File: src/fu_config.svh
`ifndef FU_CONFIG_SVH
`define FU_CONFIG_SVH

// one machine word
`define XLEN 32

// shift amount field of operand b
`define SHAMT_BITS 5

// edges from slot fill to result valid, sized to cover the multiplier
`define ALU_LATENCY 3

// driven out for a function code outside the defined set
`define ALU_BAD_RESULT 32'hfacebeec

`endif

File: src/fu_pkg.sv
`include "fu_config.svh"

package fu_pkg;

	typedef enum logic [3:0] {
		ALU_ADD    = 4'h0,
		ALU_SUB    = 4'h1,
		ALU_AND    = 4'h2,
		ALU_OR     = 4'h3,
		ALU_XOR    = 4'h4,
		ALU_SLT    = 4'h5,
		ALU_SLTU   = 4'h6,
		ALU_SLL    = 4'h7,
		ALU_SRL    = 4'h8,
		ALU_SRA    = 4'h9,
		ALU_MUL    = 4'ha,
		ALU_MULH   = 4'hb,
		ALU_MULHSU = 4'hc,
		ALU_MULHU  = 4'hd // 4'he and 4'hf are undefined
	} alu_func_e;

	typedef enum logic [1:0] {
		OPA_IS_RS1  = 2'h0,
		OPA_IS_NPC  = 2'h1,
		OPA_IS_PC   = 2'h2,
		OPA_IS_ZERO = 2'h3
	} opa_sel_e;

	typedef enum logic [2:0] {
		OPB_IS_RS2   = 3'h0,
		OPB_IS_I_IMM = 3'h1,
		OPB_IS_S_IMM = 3'h2,
		OPB_IS_B_IMM = 3'h3,
		OPB_IS_U_IMM = 3'h4,
		OPB_IS_J_IMM = 3'h5
	} opb_sel_e;

	// rv32 base formats, msb first
	typedef struct packed {
		logic [6:0] funct7;
		logic [4:0] rs2;
		logic [4:0] rs1;
		logic [2:0] funct3;
		logic [4:0] rd;
		logic [6:0] opcode;
	} r_type_t;

	typedef struct packed {
		logic [11:0] imm;
		logic [4:0]  rs1;
		logic [2:0]  funct3;
		logic [4:0]  rd;
		logic [6:0]  opcode;
	} i_type_t;

	typedef struct packed {
		logic [6:0] imm_11_5;
		logic [4:0] rs2;
		logic [4:0] rs1;
		logic [2:0] funct3;
		logic [4:0] imm_4_0;
		logic [6:0] opcode;
	} s_type_t;

	typedef struct packed {
		logic       imm_12;
		logic [5:0] imm_10_5;
		logic [4:0] rs2;
		logic [4:0] rs1;
		logic [2:0] funct3; // branch condition
		logic [3:0] imm_4_1;
		logic       imm_11;
		logic [6:0] opcode;
	} b_type_t;

	typedef struct packed {
		logic [19:0] imm_31_12;
		logic [4:0]  rd;
		logic [6:0]  opcode;
	} u_type_t;

	typedef struct packed {
		logic       imm_20;
		logic [9:0] imm_10_1;
		logic       imm_11;
		logic [7:0] imm_19_12;
		logic [4:0] rd;
		logic [6:0] opcode;
	} j_type_t;

	typedef union packed {
		r_type_t r;
		i_type_t i;
		s_type_t s;
		b_type_t b;
		u_type_t u;
		j_type_t j;
	} inst_u;

	typedef struct packed {
		logic              valid;
		logic [`XLEN-1:0]  pc;
		logic [`XLEN-1:0]  npc;
		inst_u             inst;
		opa_sel_e          opa_select;
		opb_sel_e          opb_select;
		alu_func_e         alu_func;
		logic              cond_branch;
		logic              uncond_branch;
		logic [4:0]        dest_reg;
	} dispatch_packet_t;

	typedef struct packed {
		logic             valid;
		logic [`XLEN-1:0] rs1_value;
		logic [`XLEN-1:0] rs2_value;
	} operand_packet_t;

	typedef struct packed {
		logic [`XLEN-1:0] npc;
		logic [`XLEN-1:0] alu_result;
		logic             take_branch;
		logic [4:0]       dest_reg;
		logic [`XLEN-1:0] rs2_value; // store data for the memory stage
	} fu_result_t;

endpackage

File: src/fu_slot.sv
`timescale 1ns/100ps

`include "fu_config.svh"

module fu_slot (
	input  logic                      clock,
	input  logic                      reset,
	input  fu_pkg::dispatch_packet_t  dispatch,
	input  fu_pkg::operand_packet_t   operands,
	input  logic                      select,
	input  logic                      squash,
	output fu_pkg::dispatch_packet_t  held_dispatch,
	output fu_pkg::operand_packet_t   held_operands,
	output logic                      restart,
	output logic                      slot_busy
);

	logic dispatch_free; // instruction register empty or emptying
	logic operands_free;
	logic have_dispatch; // an instruction is held after this edge
	logic take_dispatch;
	logic take_operands;

	// select frees both halves on the same edge it refills them
	always_comb begin
		dispatch_free = ~held_dispatch.valid | select;
		operands_free = ~held_operands.valid | select;
		take_dispatch = dispatch.valid & dispatch_free;
		have_dispatch = take_dispatch | (held_dispatch.valid & ~select);
		// operands never arrive ahead of their instruction
		take_operands = operands.valid & operands_free & have_dispatch;
	end

	always_ff @(posedge clock) begin
		if (reset || squash) begin
			held_dispatch <= '0;
		end else if (take_dispatch) begin
			held_dispatch <= dispatch;
		end else if (select) begin
			held_dispatch <= '0; // released, nothing waiting
		end
	end

	always_ff @(posedge clock) begin
		if (reset || squash) begin
			held_operands <= '0;
		end else if (take_operands) begin
			held_operands <= operands;
		end else if (select) begin
			held_operands <= '0;
		end
	end

	// contents changed on the previous edge, tell the alu to count again
	always_ff @(posedge clock) begin
		if (reset) begin
			restart <= 1'b0;
		end else begin
			restart <= select | squash;
		end
	end

	assign slot_busy = held_dispatch.valid;

endmodule

File: config.mk
export PLATFORM = sky130hd
export DESIGN_NAME = fu_slot
export DESIGN_NICKNAME = d
export VERILOG_FILES = /design/src/fu_pkg.sv /design/src/fu_slot.sv
export VERILOG_INCLUDE_DIRS = /design/src
export SDC_FILE = /design/constraint.sdc
export NUM_CORES = 1
export LEC_CHECK = 0
export BUFFER_PORTS_ARGS = -buffer_cell sky130_fd_sc_hd__buf_2
export CAP_MARGIN = 20
export CELL_PAD_IN_SITES_DETAIL_PLACEMENT = 2
export CELL_PAD_IN_SITES_GLOBAL_PLACEMENT = 2
export CORE_MARGIN = 10
export CORE_UTILIZATION = 23
export CTS_CLUSTER_SIZE = 40
export DETAILED_ROUTE_END_ITERATION = 16
export GPL_ROUTABILITY_DRIVEN = 0
export PLACE_DENSITY_LB_ADDON = 0.1
export SETUP_SLACK_MARGIN = 0.02
export SLEW_MARGIN = 20
export SYNTH_ARGS = -nofsm -noshare
export SYNTH_HDL_FRONTEND = slang
export SYNTH_SLANG_ARGS = --single-unit
File: constraint.sdc
create_clock -name clock -period 1.3 [get_ports clock]
set_input_delay 0.065 -clock clock [delete_from_list [all_inputs] [get_ports clock]]
set_output_delay 0.065 -clock clock [all_outputs]
set_load 0.1 [all_outputs]
## After elaboration in Yosys (flattened, before gate mapping)

Cells that the tools add are included.
W data, S select, Z words.

- Register bits after elaboration: 179
- Latch bits: 0
- Memory bits (writable): 0
- ROM bits: 0
- Input bits: 182
- Output and inout bits: 180
- Memories kept: 0

- Add/subtract/negate cells: 0
- $mul: 0
- Div/mod/pow operators: 0
- Magnitude comparators: 0
- Eq/ne operators: 0
- Shifts and indexed selects: 0
- Muxes and demuxes: 4
- Bitwise logic cells: 11
- Reduce and logical (&&, ||, !) cells: 3

Operator list:

| cell | number |
|---|---|
| $mux W113 | 2 |
| $mux W65 | 2 |
| $and A1 B1 Y1 | 4 |
| $or A1 B1 Y1 | 4 |
| $reduce_bool A2 Y1 | 2 |
| $not A1 Y1 | 3 |
| $logic_or A1 B1 Y1 | 1 |

## Logic depth before layout (Yosys ltp)

- Word-level depth: 6
- Gate-level depth with buffers: 7

## Least setup slack after synthesis

No wires, ideal clock.

- Path type: flip-flop to flip-flop
- From: register held_dispatch (netlist bit slot_busy)
- To: register held_operands[10] in the netlist's numbering
- Library setup time: 0.073 ns
- Data arrival time: 2.001 ns
- Data required time: 1.227 ns
- Setup slack: -0.773 ns
- Cell stages (with the launch flop): 7
- Period minus slack after synthesis: 2.073 ns
- Cell sequence: dfxtp_1 -> buf_2 -> nor2b_4 -> o211a_1 -> buf_6 -> buf_8 -> mux2i_1

- Cells in the longest elaborated chain, start to end: 6
- Elaborated cells between the ends (all ways): 8

RTL lines:

| element | RTL line | text |
|---|---|---|
| from (decl) | fu_slot.sv:12 | `output fu_pkg::dispatch_packet_t held_dispatch,` |
| from (signal assigned) | fu_slot.sv:38 | `held_dispatch <= dispatch;` |
| $not A1 Y1 | fu_slot.sv:26 | `dispatch_free = ~held_dispatch.valid \| select;` |
| $or A1 B1 Y1 | fu_slot.sv:26 |  |
| $and A1 B1 Y1 | fu_slot.sv:28 | `take_dispatch = dispatch.valid & dispatch_free;` |
| $or A1 B1 Y1 (*) | fu_slot.sv:29 | `have_dispatch = take_dispatch \| (held_dispatch.valid & ~select);` |
| $and A1 B1 Y1 (*) | fu_slot.sv:31 | `take_operands = operands.valid & operands_free & have_dispatch;` |
| $mux W65 or $reduce_bool A2 Y1 (tied branches) | - |  |
| to (signal assigned) | fu_slot.sv:48 | `held_operands <= operands;` |
| to (decl) | fu_slot.sv:13 | `output fu_pkg::operand_packet_t held_operands,` |

Every way passes the cells marked *; elsewhere a longest branch is shown, timed or not.
A chain may end at the register's enable or synchronous reset.

## Final worst setup path

Ends and elaborated chain as after synthesis.

==> qor.yml <==
pre_cts_slack_ns: -0.009620
post_synth.cell_area_avg_um2: 8.924
tritoncts.num_buffers: 17
start_util: 0.2333
drv_slew: 0
required_ns: 1.65
maxCapViolations: 0
r2r_start: "slot_busy"
synth.top_cell.area_share: 0.4867
outcome: "finished with violations"
yosysWarningCount: 0
setup_viol_count_final: 23
ios: 362
async_reset_ff_frac: 0
drtPass1Iterations: 4
post-dp-hpwl_mm: 24.64
area_delta_synth_final_pct: 82.89
die-width_um: 198.9
clk_latency_ns: 0.45
die_area_um2: 39570
cts_max_level: 4
min_delay_path_depth: 3
routed_wl_mm: 40.83
grtUsageTotal: 0.1881
worst_pin_slew_ns: 0.4874
synthFlopType: "dfxtp_1"
min_path_type: "in2reg"
grt_pass1_wl_mm: 57.76
drt_iter0_markers: 259
synth_edf_count: 0
antenna_found_initial: 3
num_vias: 8515
fin_cells: 1750
p_total_mw: 14.84
violations: "negative setup slack"
port-buffer-count: 361
synth.area.top_cells: "dfxtp_1 49%, nand3_1 12%, o211ai_1 12%, mux2i_1 8.7%, a21oi_1 7.7%"
rows: 65
synthTopCellsByCount: "179 x dfxtp_1, 176 x nand3_1, 114 x a21oi_1, 113 x o211ai_1"
fin_nets: 1516
yosysMostFrequentCell: "dfxtp_1"
hp-start: "select"
fmax_mhz: 701.2
synth_cell_types: 19
hold_viol_final: 0
grt_pass1_vias: 9510
critical_path_arrival_ns: 1.77
worst-r2r-cell-count: 5
netlist_area_um2: 7362
cts_tree: "built"
power_leakage_nw: 5.539
min_period_ns: 1.426
finalWorstSetupSlack_ns: -0.1261
placed_cells: 1518
yosysSeqAreaShare: 0.4867
hold_end: "held_operands[64]"
coreArea_um2: 31560
slew_headroom: 0.6751
p_per_area_nw_per_um2: 1102
antenna_left: 0
startpoint_type: "register"
path_class: "reg2reg"
min_period_over_period: 1.097
drc_errors: 0
clockBufferDepth: 2
end_kind: "register"
vdd_drop_max_mv: 0.8613
avgViaCountPerCell: 4.866
grt_remaining_overflow: 0
cts.sinks: 179
rrSetupSlack_ns: -0.13
rsz0062_at_grt: "true"
cts_root_buf: "clkbuf_16"
grt_max_degree: 91
r2r_end: "held_operands[10]"
wl_per_cell_um: 23.33
syn-num-nets: 1007
clk_pin_slew_worst_paths_ns: 0.07
drive_above_1_share: 0.4230
crit_fanout: 7
die-height_um: 198.9
syn_inst: 825
ys_ff_latch: 179
yosys.area.top_type: "dfxtp_1"
fin_worst_skew_ns: 0.009991
[worst max-delay path, cell delays in order, from the launching register on]
cell,delay [ns]
dfxtp_4,0.37
nor2b_4,0.15
o211a_4,0.21
buf_12,0.15
clkbuf_16,0.17
mux2i_1,0.27
[metrics by stage]
| step | utilization | hold WS [ns] | cell area, µm² | setup TNS, ns |
|---|---|---|---|---|
| 6_report | 0.4267 | 0.09299 | 13460 | -0.4763 |
| 5_1_grt | 0.4267 | 0.09123 | 13460 | -4.386 |
| 4_1_cts | 0.4093 | 0.05536 | 12910 | -0.5387 |
| 3_5_place_dp | 0.3158 | 0.3030 | 9966 | -0.009620 |
| 3_3_place_gp | 0.3158 | 0.2940 | 9966 | 0 |
| 2_1_floorplan | - | 0.1374 | 7651 | -19.73 |
[power by group]
| group | total (mW) | switching (mW) | internal (mW) |
|---|---|---|---|
| clock | 5.69 | 2.34 | 3.35 |
| sequential | 5.72 | 0.0869 | 5.64 |
| combinational | 3.42 | 2.19 | 1.23 |
[cell usage in the layout, fill, tap and decap left out, drive strengths merged]
cell type	instances
bufbuf	1
bufinv	4
clkinv	5
nand2	64
inv	2
a21oi	114
dfxtp	179
nand3	176
nand2b	2
diode	3
o211ai	113
dlygate4sd3	180
or2	1
clkbuf	28
nor2	3
mux2i	64
nor2b	1
buf	407
o211a	1
[cells by family after synthesis]
group	share of synthesized area
simple gates	0.1582
compound gates	0.1941
flops	0.4867
buf+inv	0.07393
mux	0.08702
[registers in the layout, indices dropped and copies added, names as in the netlist]
signal / cells
held_dispatch: 112
held_operands: 65
slot_busy: 1
restart: 1
[per-layer routing]
metal  up-vias  track usage  wire length (µm)
li1       4000            -                 -
met1      4257       0.2146             16670
met3        46      0.05863              2418
met5         -            0                 0
met4         0      0.06527               833
met2       212       0.3242             20900
[what timing repair did]
item	in CTS	in global routing
endpoints found under the hold margin	178	0
cloned	1	11
endpoints found under the setup margin	225	142
gates resized for setup	181	62
pin swaps	0	27
hold buffers	180	0
setup buffers	3	4
[final cells by class]
cell class / count / area (µm²)
fill: 3414 / 18090
antenna: 3 / 7.507
clock buffer: 21 / 470.5
clock inverter: 9 / 152.6
timing repair buffer: 595 / 5051
tap: 402 / 503.0
sequential: 179 / 3628
multi-input combinational: 539 / 3640
inverter: 2 / 11.26
[worst max-delay path by stage]
| stage | from | endpoint | slack [ns] | cells past startpoint |
|---|---|---|---|---|
| after detailed placement | slot_busy | held_operands[4] | -0.01 | 4 |
| final | slot_busy | held_operands[10] | -0.13 | 5 |
| after floorplan | slot_busy | held_operands[10] | -0.21 | 6 |
| after global routing | slot_busy | held_operands[10] | -0.20 | 5 |
| after CTS | slot_busy | held_operands[24] | -0.05 | 5 |
| after global placement | slot_busy | held_operands[14] | 0.04 | 4 |
(Power assumes the default switching activity.)
