--- config.mk ---
export PLATFORM = sky130hd
export DESIGN_NAME = fu_operand_mux
export DESIGN_NICKNAME = d
export VERILOG_FILES = /design/src/fu_pkg.sv /design/src/fu_operand_mux.sv
export VERILOG_INCLUDE_DIRS = /design/src
export SDC_FILE = /design/constraint.sdc
export NUM_CORES = 1
export LEC_CHECK = 0
export BUFFER_PORTS_ARGS = -buffer_cell sky130_fd_sc_hd__buf_2
export CAP_MARGIN = 25
export CORE_AREA = 2 2 94 96
export DETAILED_ROUTE_END_ITERATION = 16
export DIE_AREA = 0 0 96 98
export PLACE_DENSITY = 0.59
export RECOVER_POWER = 50
export SLEW_MARGIN = 20
export SYNTH_ARGS = -nofsm -noshare
export SYNTH_HDL_FRONTEND = slang
export SYNTH_SLANG_ARGS = --single-unit
--- constraint.sdc ---
create_clock -name vclk -period 2.75
set_clock_uncertainty 0.1 [all_clocks]
set_input_delay 0.55 -clock vclk [all_inputs]
set_output_delay 0.55 -clock vclk [all_outputs]
set_load 0.01 [all_outputs]
--- src/fu_config.svh ---
`ifndef FU_CONFIG_SVH
`define FU_CONFIG_SVH

// one machine word
`define XLEN 32

// shift amount field of operand b
`define SHAMT_BITS 5

// edges from slot fill to result valid, sized to cover the multiplier
`define ALU_LATENCY 3

// driven out for a function code outside the defined set
`define ALU_BAD_RESULT 32'hfacebeec

`endif

--- src/fu_pkg.sv ---
`include "fu_config.svh"

package fu_pkg;

	typedef enum logic [3:0] {
		ALU_ADD    = 4'h0,
		ALU_SUB    = 4'h1,
		ALU_AND    = 4'h2,
		ALU_OR     = 4'h3,
		ALU_XOR    = 4'h4,
		ALU_SLT    = 4'h5,
		ALU_SLTU   = 4'h6,
		ALU_SLL    = 4'h7,
		ALU_SRL    = 4'h8,
		ALU_SRA    = 4'h9,
		ALU_MUL    = 4'ha,
		ALU_MULH   = 4'hb,
		ALU_MULHSU = 4'hc,
		ALU_MULHU  = 4'hd // 4'he and 4'hf are undefined
	} alu_func_e;

	typedef enum logic [1:0] {
		OPA_IS_RS1  = 2'h0,
		OPA_IS_NPC  = 2'h1,
		OPA_IS_PC   = 2'h2,
		OPA_IS_ZERO = 2'h3
	} opa_sel_e;

	typedef enum logic [2:0] {
		OPB_IS_RS2   = 3'h0,
		OPB_IS_I_IMM = 3'h1,
		OPB_IS_S_IMM = 3'h2,
		OPB_IS_B_IMM = 3'h3,
		OPB_IS_U_IMM = 3'h4,
		OPB_IS_J_IMM = 3'h5
	} opb_sel_e;

	// rv32 base formats, msb first
	typedef struct packed {
		logic [6:0] funct7;
		logic [4:0] rs2;
		logic [4:0] rs1;
		logic [2:0] funct3;
		logic [4:0] rd;
		logic [6:0] opcode;
	} r_type_t;

	typedef struct packed {
		logic [11:0] imm;
		logic [4:0]  rs1;
		logic [2:0]  funct3;
		logic [4:0]  rd;
		logic [6:0]  opcode;
	} i_type_t;

	typedef struct packed {
		logic [6:0] imm_11_5;
		logic [4:0] rs2;
		logic [4:0] rs1;
		logic [2:0] funct3;
		logic [4:0] imm_4_0;
		logic [6:0] opcode;
	} s_type_t;

	typedef struct packed {
		logic       imm_12;
		logic [5:0] imm_10_5;
		logic [4:0] rs2;
		logic [4:0] rs1;
		logic [2:0] funct3; // branch condition
		logic [3:0] imm_4_1;
		logic       imm_11;
		logic [6:0] opcode;
	} b_type_t;

	typedef struct packed {
		logic [19:0] imm_31_12;
		logic [4:0]  rd;
		logic [6:0]  opcode;
	} u_type_t;

	typedef struct packed {
		logic       imm_20;
		logic [9:0] imm_10_1;
		logic       imm_11;
		logic [7:0] imm_19_12;
		logic [4:0] rd;
		logic [6:0] opcode;
	} j_type_t;

	typedef union packed {
		r_type_t r;
		i_type_t i;
		s_type_t s;
		b_type_t b;
		u_type_t u;
		j_type_t j;
	} inst_u;

	typedef struct packed {
		logic              valid;
		logic [`XLEN-1:0]  pc;
		logic [`XLEN-1:0]  npc;
		inst_u             inst;
		opa_sel_e          opa_select;
		opb_sel_e          opb_select;
		alu_func_e         alu_func;
		logic              cond_branch;
		logic              uncond_branch;
		logic [4:0]        dest_reg;
	} dispatch_packet_t;

	typedef struct packed {
		logic             valid;
		logic [`XLEN-1:0] rs1_value;
		logic [`XLEN-1:0] rs2_value;
	} operand_packet_t;

	typedef struct packed {
		logic [`XLEN-1:0] npc;
		logic [`XLEN-1:0] alu_result;
		logic             take_branch;
		logic [4:0]       dest_reg;
		logic [`XLEN-1:0] rs2_value; // store data for the memory stage
	} fu_result_t;

endpackage

--- src/fu_operand_mux.sv ---
`timescale 1ns/100ps

`include "fu_config.svh"

module fu_operand_mux (
	input  fu_pkg::dispatch_packet_t  held_dispatch,
	input  fu_pkg::operand_packet_t   held_operands,
	output logic [`XLEN-1:0]          opa,
	output logic [`XLEN-1:0]          opb
);

	fu_pkg::inst_u    inst;
	logic [`XLEN-1:0] i_imm;
	logic [`XLEN-1:0] s_imm;
	logic [`XLEN-1:0] b_imm;
	logic [`XLEN-1:0] u_imm;
	logic [`XLEN-1:0] j_imm;

	assign inst = held_dispatch.inst;

	// sign extended immediates, one per format
	assign i_imm = {{(`XLEN-12){inst.i.imm[11]}}, inst.i.imm};
	assign s_imm = {{(`XLEN-12){inst.s.imm_11_5[6]}}, inst.s.imm_11_5, inst.s.imm_4_0};
	assign b_imm = {{(`XLEN-13){inst.b.imm_12}}, inst.b.imm_12, inst.b.imm_11,
		inst.b.imm_10_5, inst.b.imm_4_1, 1'b0}; // halfword aligned
	assign u_imm = {inst.u.imm_31_12, 12'b0};
	assign j_imm = {{(`XLEN-21){inst.j.imm_20}}, inst.j.imm_20, inst.j.imm_19_12,
		inst.j.imm_11, inst.j.imm_10_1, 1'b0};

	always_comb begin
		case (held_dispatch.opa_select)
			fu_pkg::OPA_IS_RS1:  opa = held_operands.rs1_value;
			fu_pkg::OPA_IS_NPC:  opa = held_dispatch.npc;
			fu_pkg::OPA_IS_PC:   opa = held_dispatch.pc;
			fu_pkg::OPA_IS_ZERO: opa = '0;
			default:             opa = '0;
		endcase
	end

	always_comb begin
		case (held_dispatch.opb_select)
			fu_pkg::OPB_IS_RS2:   opb = held_operands.rs2_value;
			fu_pkg::OPB_IS_I_IMM: opb = i_imm;
			fu_pkg::OPB_IS_S_IMM: opb = s_imm;
			fu_pkg::OPB_IS_B_IMM: opb = b_imm;
			fu_pkg::OPB_IS_U_IMM: opb = u_imm;
			fu_pkg::OPB_IS_J_IMM: opb = j_imm;
			default:              opb = '0; // two unused codes
		endcase
	end

endmodule

# After elaboration in Yosys (flattened, before gate mapping)
# Cells that the tools add are included.
dict set report totals {
  input_bits 178
  elab_cells 12
  output_inout_bits 64
  regBits 0
}
dict set report op_classes {
  reduce_logical 2
  n_mux 2
  eq_ne 8
}
# op n
set op_table {}
lappend op_table {{$pmux W32 S6} 1}
lappend op_table {{$pmux W32 S4} 1}
lappend op_table {{$eq A3 B2 Y1 const B} 2}
lappend op_table {{$eq A3 B3 Y1 const B} 2}
lappend op_table {{$eq A2 B2 Y1 const B} 2}
lappend op_table {{$eq A3 B1 Y1 const B} 1}
lappend op_table {{$logic_not A3 Y1} 1}
lappend op_table {{$eq A2 B1 Y1 const B} 1}
lappend op_table {{$logic_not A2 Y1} 1}

# Longest topological paths before layout
# Gate-level depths: netlist of the first run.
dict set report logic_depth {
  depth_word 2
  mapped_depth 6
}

# Least setup slack after synthesis of the first run
# OpenSTA, ideal clock, no wires.
dict set report synth_timing {
  path_kind {in2out}
  startpoint {in held_dispatch[11] in the netlist's numbering}
  endpoint {out opb[20]}
  cell_stages 5
  setup_slack_ns 0.819
  t_required_ns 2.100
  t_arrival_ns 1.281
  n_path_buf 2
  cell_sequence {buf_4 -> nor2_2 -> buf_2 -> a21oi_1 -> o22ai_1}
}
dict set report synth_between {
  elab_chain_len 2
}
# item line
set synth_rtl {}
lappend synth_rtl {{start: declaration} fu_operand_mux.sv:6} ;# input fu_pkg::dispatch_packet_t held_dispatch,
lappend synth_rtl {{$eq A3 B3 Y1 (tied with other cells)} fu_operand_mux.sv:41} ;# case (held_dispatch.opb_select)
lappend synth_rtl {{$pmux W32 S6 (*)} fu_operand_mux.sv:41}
lappend synth_rtl {{end: declaration} fu_operand_mux.sv:9} ;# output logic [`XLEN-1:0] opb
# Mark *: on every way between the ends. The rest lies on a longest branch, timed or not.

# Final worst setup path of the first run
dict set report layout_timing {
  startpoint {in held_dispatch[12] in the netlist's numbering}
  endpoint {out opb[3]}
}
# Same word-level chain as after synthesis.

==> impl_metrics.toml, run 1 <==
[power_and_ir_drop]
internal-power_uw = 213
p_leak_uw = 0.00135
p_sw_share_pct = 52.0
clkPwrFrac_pct = 0
cellPowerDensity_nw_per_um2 = 174
pwr-share-comb_pct = 100.0
switchingPower_uw = 231
pwr-share-seq_pct = 0
vdd_drop_max_mv = 0.0903

[critical_path]
max_stage_delay_ns = 0.36
cp_slowest_cell = "clkbuf_2"
crit_type = "in2out"
worst_setup_path_end_kind = "output pin"
cp_max_fo = 21
crit_arrival_ns = 1.74
path_cells = "buf_2 > nor2_2 > clkbuf_2 > a22oi_1 > o21ai_1 > buf_2"
cp-start-kind = "input port"
cp.required_ns = 2.10
crit_top_cell = "buf_2"

[place]
io_buffers = 222
place_hpwl_um = 5740
routabilityCongestion = 0.787
placed_area_um2 = 2590

[logic_synthesis]
synth_area_um2 = 1400
syn_avg_cell_area_um2 = 6.32
synth_cell_types = 19
synthCells = 222
ys.warnings.count = 0
synth_seq_area_share_pct = 0
syn_nets = 400

[floorplanning]
die_w_um = 96
design.core.area_um2 = 8470
rows = 34
die_y_um = 98
io_pins = 242
die-area_um2 = 9410
initial_core_util_pct = 16.6

[finish]
final_nets = 608
fin_area_um2 = 2550
nFillCells = 963
layout-drive-gt1-share_pct = 51.6
layout_common_cells = "buf_2 (197), o21ai_1 (48), nand2_1 (42)"
seqCellArea_um2 = 0
syn_to_final_growth_pct = 81.8
nFlopsAndLatches = 0
final_common_cell = "buf_2"
antenna_cells = 0
clkbuf_count = 0

[clock_network]
ctsHoldBuffers = 0
post_cts_buffers = 0
post_cts_resize_count = 0

[grt]
grt_usage_pct = 12.7
gr-total-overflow = 0
use_met2_pct = 25.3
use_met1_pct = 13.5
grt_start_max_net_pins = 33
grt_pass1_vias = 2337
grt_util_met3_pct = 1.70
antenna_found_initial = 0
grt_pass1_wl_um = 9970
busiest_layer = "met2"

[timing]
setup_viol = 0
tightest_slew_ns = 0.655
drv_slew = 0
finalHoldViolCount = 0
rsz0062_at_grt = "no"
tns_ns = 0
layout_min_cycle_time_ns = 2.39
min_period_over_period_pct = 86.8
maxSlewHeadroom_pct = 56.4
max_freq_ghz = 0.419

[routing]
routed_wl_um = 6810
ant_nets = 0
firstDrtPassIters = 4
wire_per_inst_um = 12.7
vias = 2466
detail_route.iter0.violations = 35
drc = 0
viasPerCell = 4.60

[run]
maxCapViolCount = 0

[hold_path]
min_path_type = "in2out"

[status]
status = "completed"
-- final cells by class --
class,count,area [um^2],area share [%]
Multi-Input combinational cell,196,1250,49.1
Tap cell,108,135,5.30
Timing Repair Buffer,232,1160,45.6
-- stage by stage --
step	cells	worst slack, ns	hold WS, ns	utilization (%)	power, uW
final	536	0.362	1.29	30.1	445
after global routing	536	0.244	1.31	30.1	493
after CTS	536	0.471	1.29	30.5	458
after detailed placement	536	0.470	1.29	30.5	457
after global placement	536	0.441	1.29	30.5	453
after floorplan	222	0.819	1.09	-	236
-- kinds of logic (layout without fill, tap and decap cells) --
| kind of cell | after synthesis | count (layout) | synth area share, % |
|---|---|---|---|
| buffers and inverters | 26 | 232 | 10.9 |
| AND/OR/NAND/NOR | 54 | 54 | 16.7 |
| AO/OA/AOI/OAI | 108 | 108 | 48.2 |
| multiplexers | 34 | 34 | 24.3 |
-- cells in the mapped netlist --
cell type | count | share of area (%)
a21oi_1 | 22 | 7.9
a22oi_1 | 20 | 11
and2_1 | 2 | 0.89
and3b_1 | 1 | 0.62
buf_2 | 11 | 3.9
buf_4 | 11 | 5.9
clkbuf_1 | 4 | 1.1
mux2i_1 | 34 | 24
nand2_1 | 42 | 11
nand3b_1 | 1 | 0.54
nor2_1 | 1 | 0.27
nor2_2 | 2 | 0.89
nor2b_1 | 5 | 2.2
o21a_1 | 1 | 0.54
o21ai_1 | 52 | 19
o21ai_2 | 1 | 0.62
o21bai_1 | 1 | 0.54
o22ai_1 | 1 | 0.45
o22ai_2 | 10 | 8.9
-- worst paths after layout --
check | endpoint | slack [ns] | from | cells after the start
max | opb[3] | 0.36 | held_dispatch[12] | 6
min | opa[7] | 1.29 | held_dispatch[55] | 4
-- per-layer routing --
metal  part of all wire, %  wire (um)  vias up
li1                      -          -     1232
met1                    37       2550     1059
met2                    49       3320      163
met3                    11        754       12
met4                   2.8        190        0
met5                     0          0        -
-- power groups by stage --
stage | Sequential, uW | Clock (uW) | Combinational, uW
global placement | 0 | 0 | 453
detailed placement | 0 | 0 | 457
finish | 0 | 0 | 445
CTS | 0 | 0 | 458
global route | 0 | 0 | 493
floorplan | 0 | 0 | 236
-- worst max-delay path, delay by kind of cell --
kind            cells  cell delay, ns
compound gates      2            0.36
simple gates        1            0.11
buf+inv             3            0.71
Note: power is estimated with default switching activity, not from simulation.
==> run 2, diff against run 1 <==
--- a/config.mk
+++ b/config.mk
@@ -6,12 +6,14 @@
 export SDC_FILE = /design/constraint.sdc
 export NUM_CORES = 1
 export LEC_CHECK = 0
+export ABC_AREA = 1
 export BUFFER_PORTS_ARGS = -buffer_cell sky130_fd_sc_hd__buf_2
 export CAP_MARGIN = 25
 export CORE_AREA = 2 2 94 96
 export DETAILED_ROUTE_END_ITERATION = 16
 export DIE_AREA = 0 0 96 98
-export PLACE_DENSITY = 0.59
+export GPL_TIMING_DRIVEN = 0
+export PLACE_DENSITY = 0.57
 export RECOVER_POWER = 50
 export SLEW_MARGIN = 20
 export SYNTH_ARGS = -nofsm -noshare
==> run 2 against run 1 <==
Effect of this change:
- maximum frequency rose by 1.2%
- sequential share of layout area did not move
- die area did not move
- final cell count rose by 13%
- power fell by 8.7%
- first-iteration DRC count rose by 2.9%
- largest cell class is now buffers
==> impl_metrics.toml, run 2 <==
[finish]
seqCellArea_um2 = 0
clkbuf_count = 0
layout_common_cells = "buf_2 (207), nand2_1 (177), nand3_1 (49)"
layout-drive-gt1-share_pct = 46.3
final_common_cell = "buf_2"
syn_to_final_growth_pct = 96.5
nFlopsAndLatches = 0
final_nets = 675
fin_area_um2 = 2460

[timing]
min_period_over_period_pct = 85.8
holdWs_ns = 1.28
tightest_slew_ns = 0.435
drv_slew = 0
maxSlewHeadroom_pct = 71.0
max_freq_ghz = 0.424
rsz0062_at_grt = "no"
tns_ns = 0
finalHoldViolCount = 0
layout_min_cycle_time_ns = 2.36
setup_viol = 0

[floorplanning]
die_w_um = 96
die-area_um2 = 9410
design.core.area_um2 = 8470
io_pins = 242
die_y_um = 98
initial_core_util_pct = 14.8
rows = 34

[grt]
grt_pass1_wl_um = 11300
grt_usage_pct = 14.9
gr-total-overflow = 0
grt_start_max_net_pins = 11
antenna_found_initial = 1
grt_pass1_vias = 2504

[logic_synthesis]
synth_area_um2 = 1250
synth_seq_area_share_pct = 0
ys.warnings.count = 0
synth_most_common_cell = "nand2_1"
yosys-top-cells-count = "nand2_1 (177), nand3_1 (49), nand3_2 (11)"
synth.area.top_cells = "nand2_1 (53%), nand3_1 (20%), nand3_2 (8.8%)"
synth_cell_types = 16
synthCells = 273
synthDominantCellAreaShare_pct = 53.2
yosys.area.top_type = "nand2_1"
syn_nets = 451
syn_avg_cell_area_um2 = 4.58

[clock_network]
ctsHoldBuffers = 0
post_cts_buffers = 0
post_cts_resize_count = 0

[power_and_ir_drop]
cellPowerDensity_nw_per_um2 = 165
p_leak_uw = 0.00157
vdd_drop_max_mv = 0.0716

[routing]
wire_per_inst_um = 12.8
firstDrtPassIters = 4
ant_nets = 0
detail_route.iter0.violations = 36
routed_wl_um = 7760
drc = 0
viasPerCell = 4.31
vias = 2603

[hold_path]
whs_path_depth = 4
min_path_type = "in2out"

[run]
maxCapViolCount = 0

[place]
placed_area_um2 = 2500
io_buffers = 222
place_hpwl_um = 7040
routabilityCongestion = 0.869

[critical_path]
cp.required_ns = 2.10
cp_max_fo = 10
crit_arrival_ns = 1.71
cp-start-kind = "input port"
worst_setup_path_end_kind = "output pin"
crit_type = "in2out"

[status]
status = "completed"
-- run 2: cell count changes in the layout (fill, tap and decap cells not counted), moves of 11 or more --
cell,delta
nand3_2,+11
mux2i_1,-34
a22oi_1,-20
nand2_1,+135
o21ai_1,-48
nand3_1,+49
a21oi_1,-21
-- run 2: final timing paths --
kind                         startpoint  endpoint  slack, ns
worst max-delay path  held_dispatch[14]    opa[8]       0.39
worst min-delay path   held_operands[8]    opb[8]       1.28
-- run 2: logic make-up (layout without fill, tap and decap cells) --
kind of cell,Yosys count,in the layout,share of synthesized area [%]
AOI/OAI and AO/OA,1,1,0.400
other,0,1,0
buffers and inverters,23,245,10.9
and+or+nand+nor,249,249,88.7
-- run 2: where the power goes --
part	switching, uW	internal, uW
combinational	220	185
sequential	0	0
clock	0	0.0000486
total	220	185
-- run 2: routing by layer --
metal	GRT usage, %	wire length [um]	up-vias
li1	-	-	1311
met1	13.0	2550	1118
met2	30.5	3910	158
met3	4.09	954	16
met4	5.60	340	0
met5	0	0	-
-- run 2: stage by stage --
step	utilization, %	total power [uW]	setup WS (ns)	std cells
2_1_floorplan	-	183	0.940	273
4_1_cts	29.5	420	0.517	603
3_5_place_dp	29.5	418	0.519	603
5_1_grt	29.0	453	0.224	604
3_3_place_gp	29.5	414	0.527	603
6_report	29.0	406	0.389	604
-- run 2: worst max-delay path, stage by stage --
cell	delay, ns
buf_2	0.10
inv_1	0.04
nor2_1	0.24
clkbuf_1	0.39
nand2_1	0.09
nand3_1	0.08
clkbuf_1	0.21
-- run 2: area by class of cell --
class | count | area (um^2)
Antenna cell | 1 | 2.50
Inverter | 9 | 33.8
Multi-Input combinational cell | 250 | 1100
Timing Repair Buffer | 222 | 1080
Fill cell | 1012 | 6010
Tap cell | 108 | 135
Buffer | 14 | 98.8
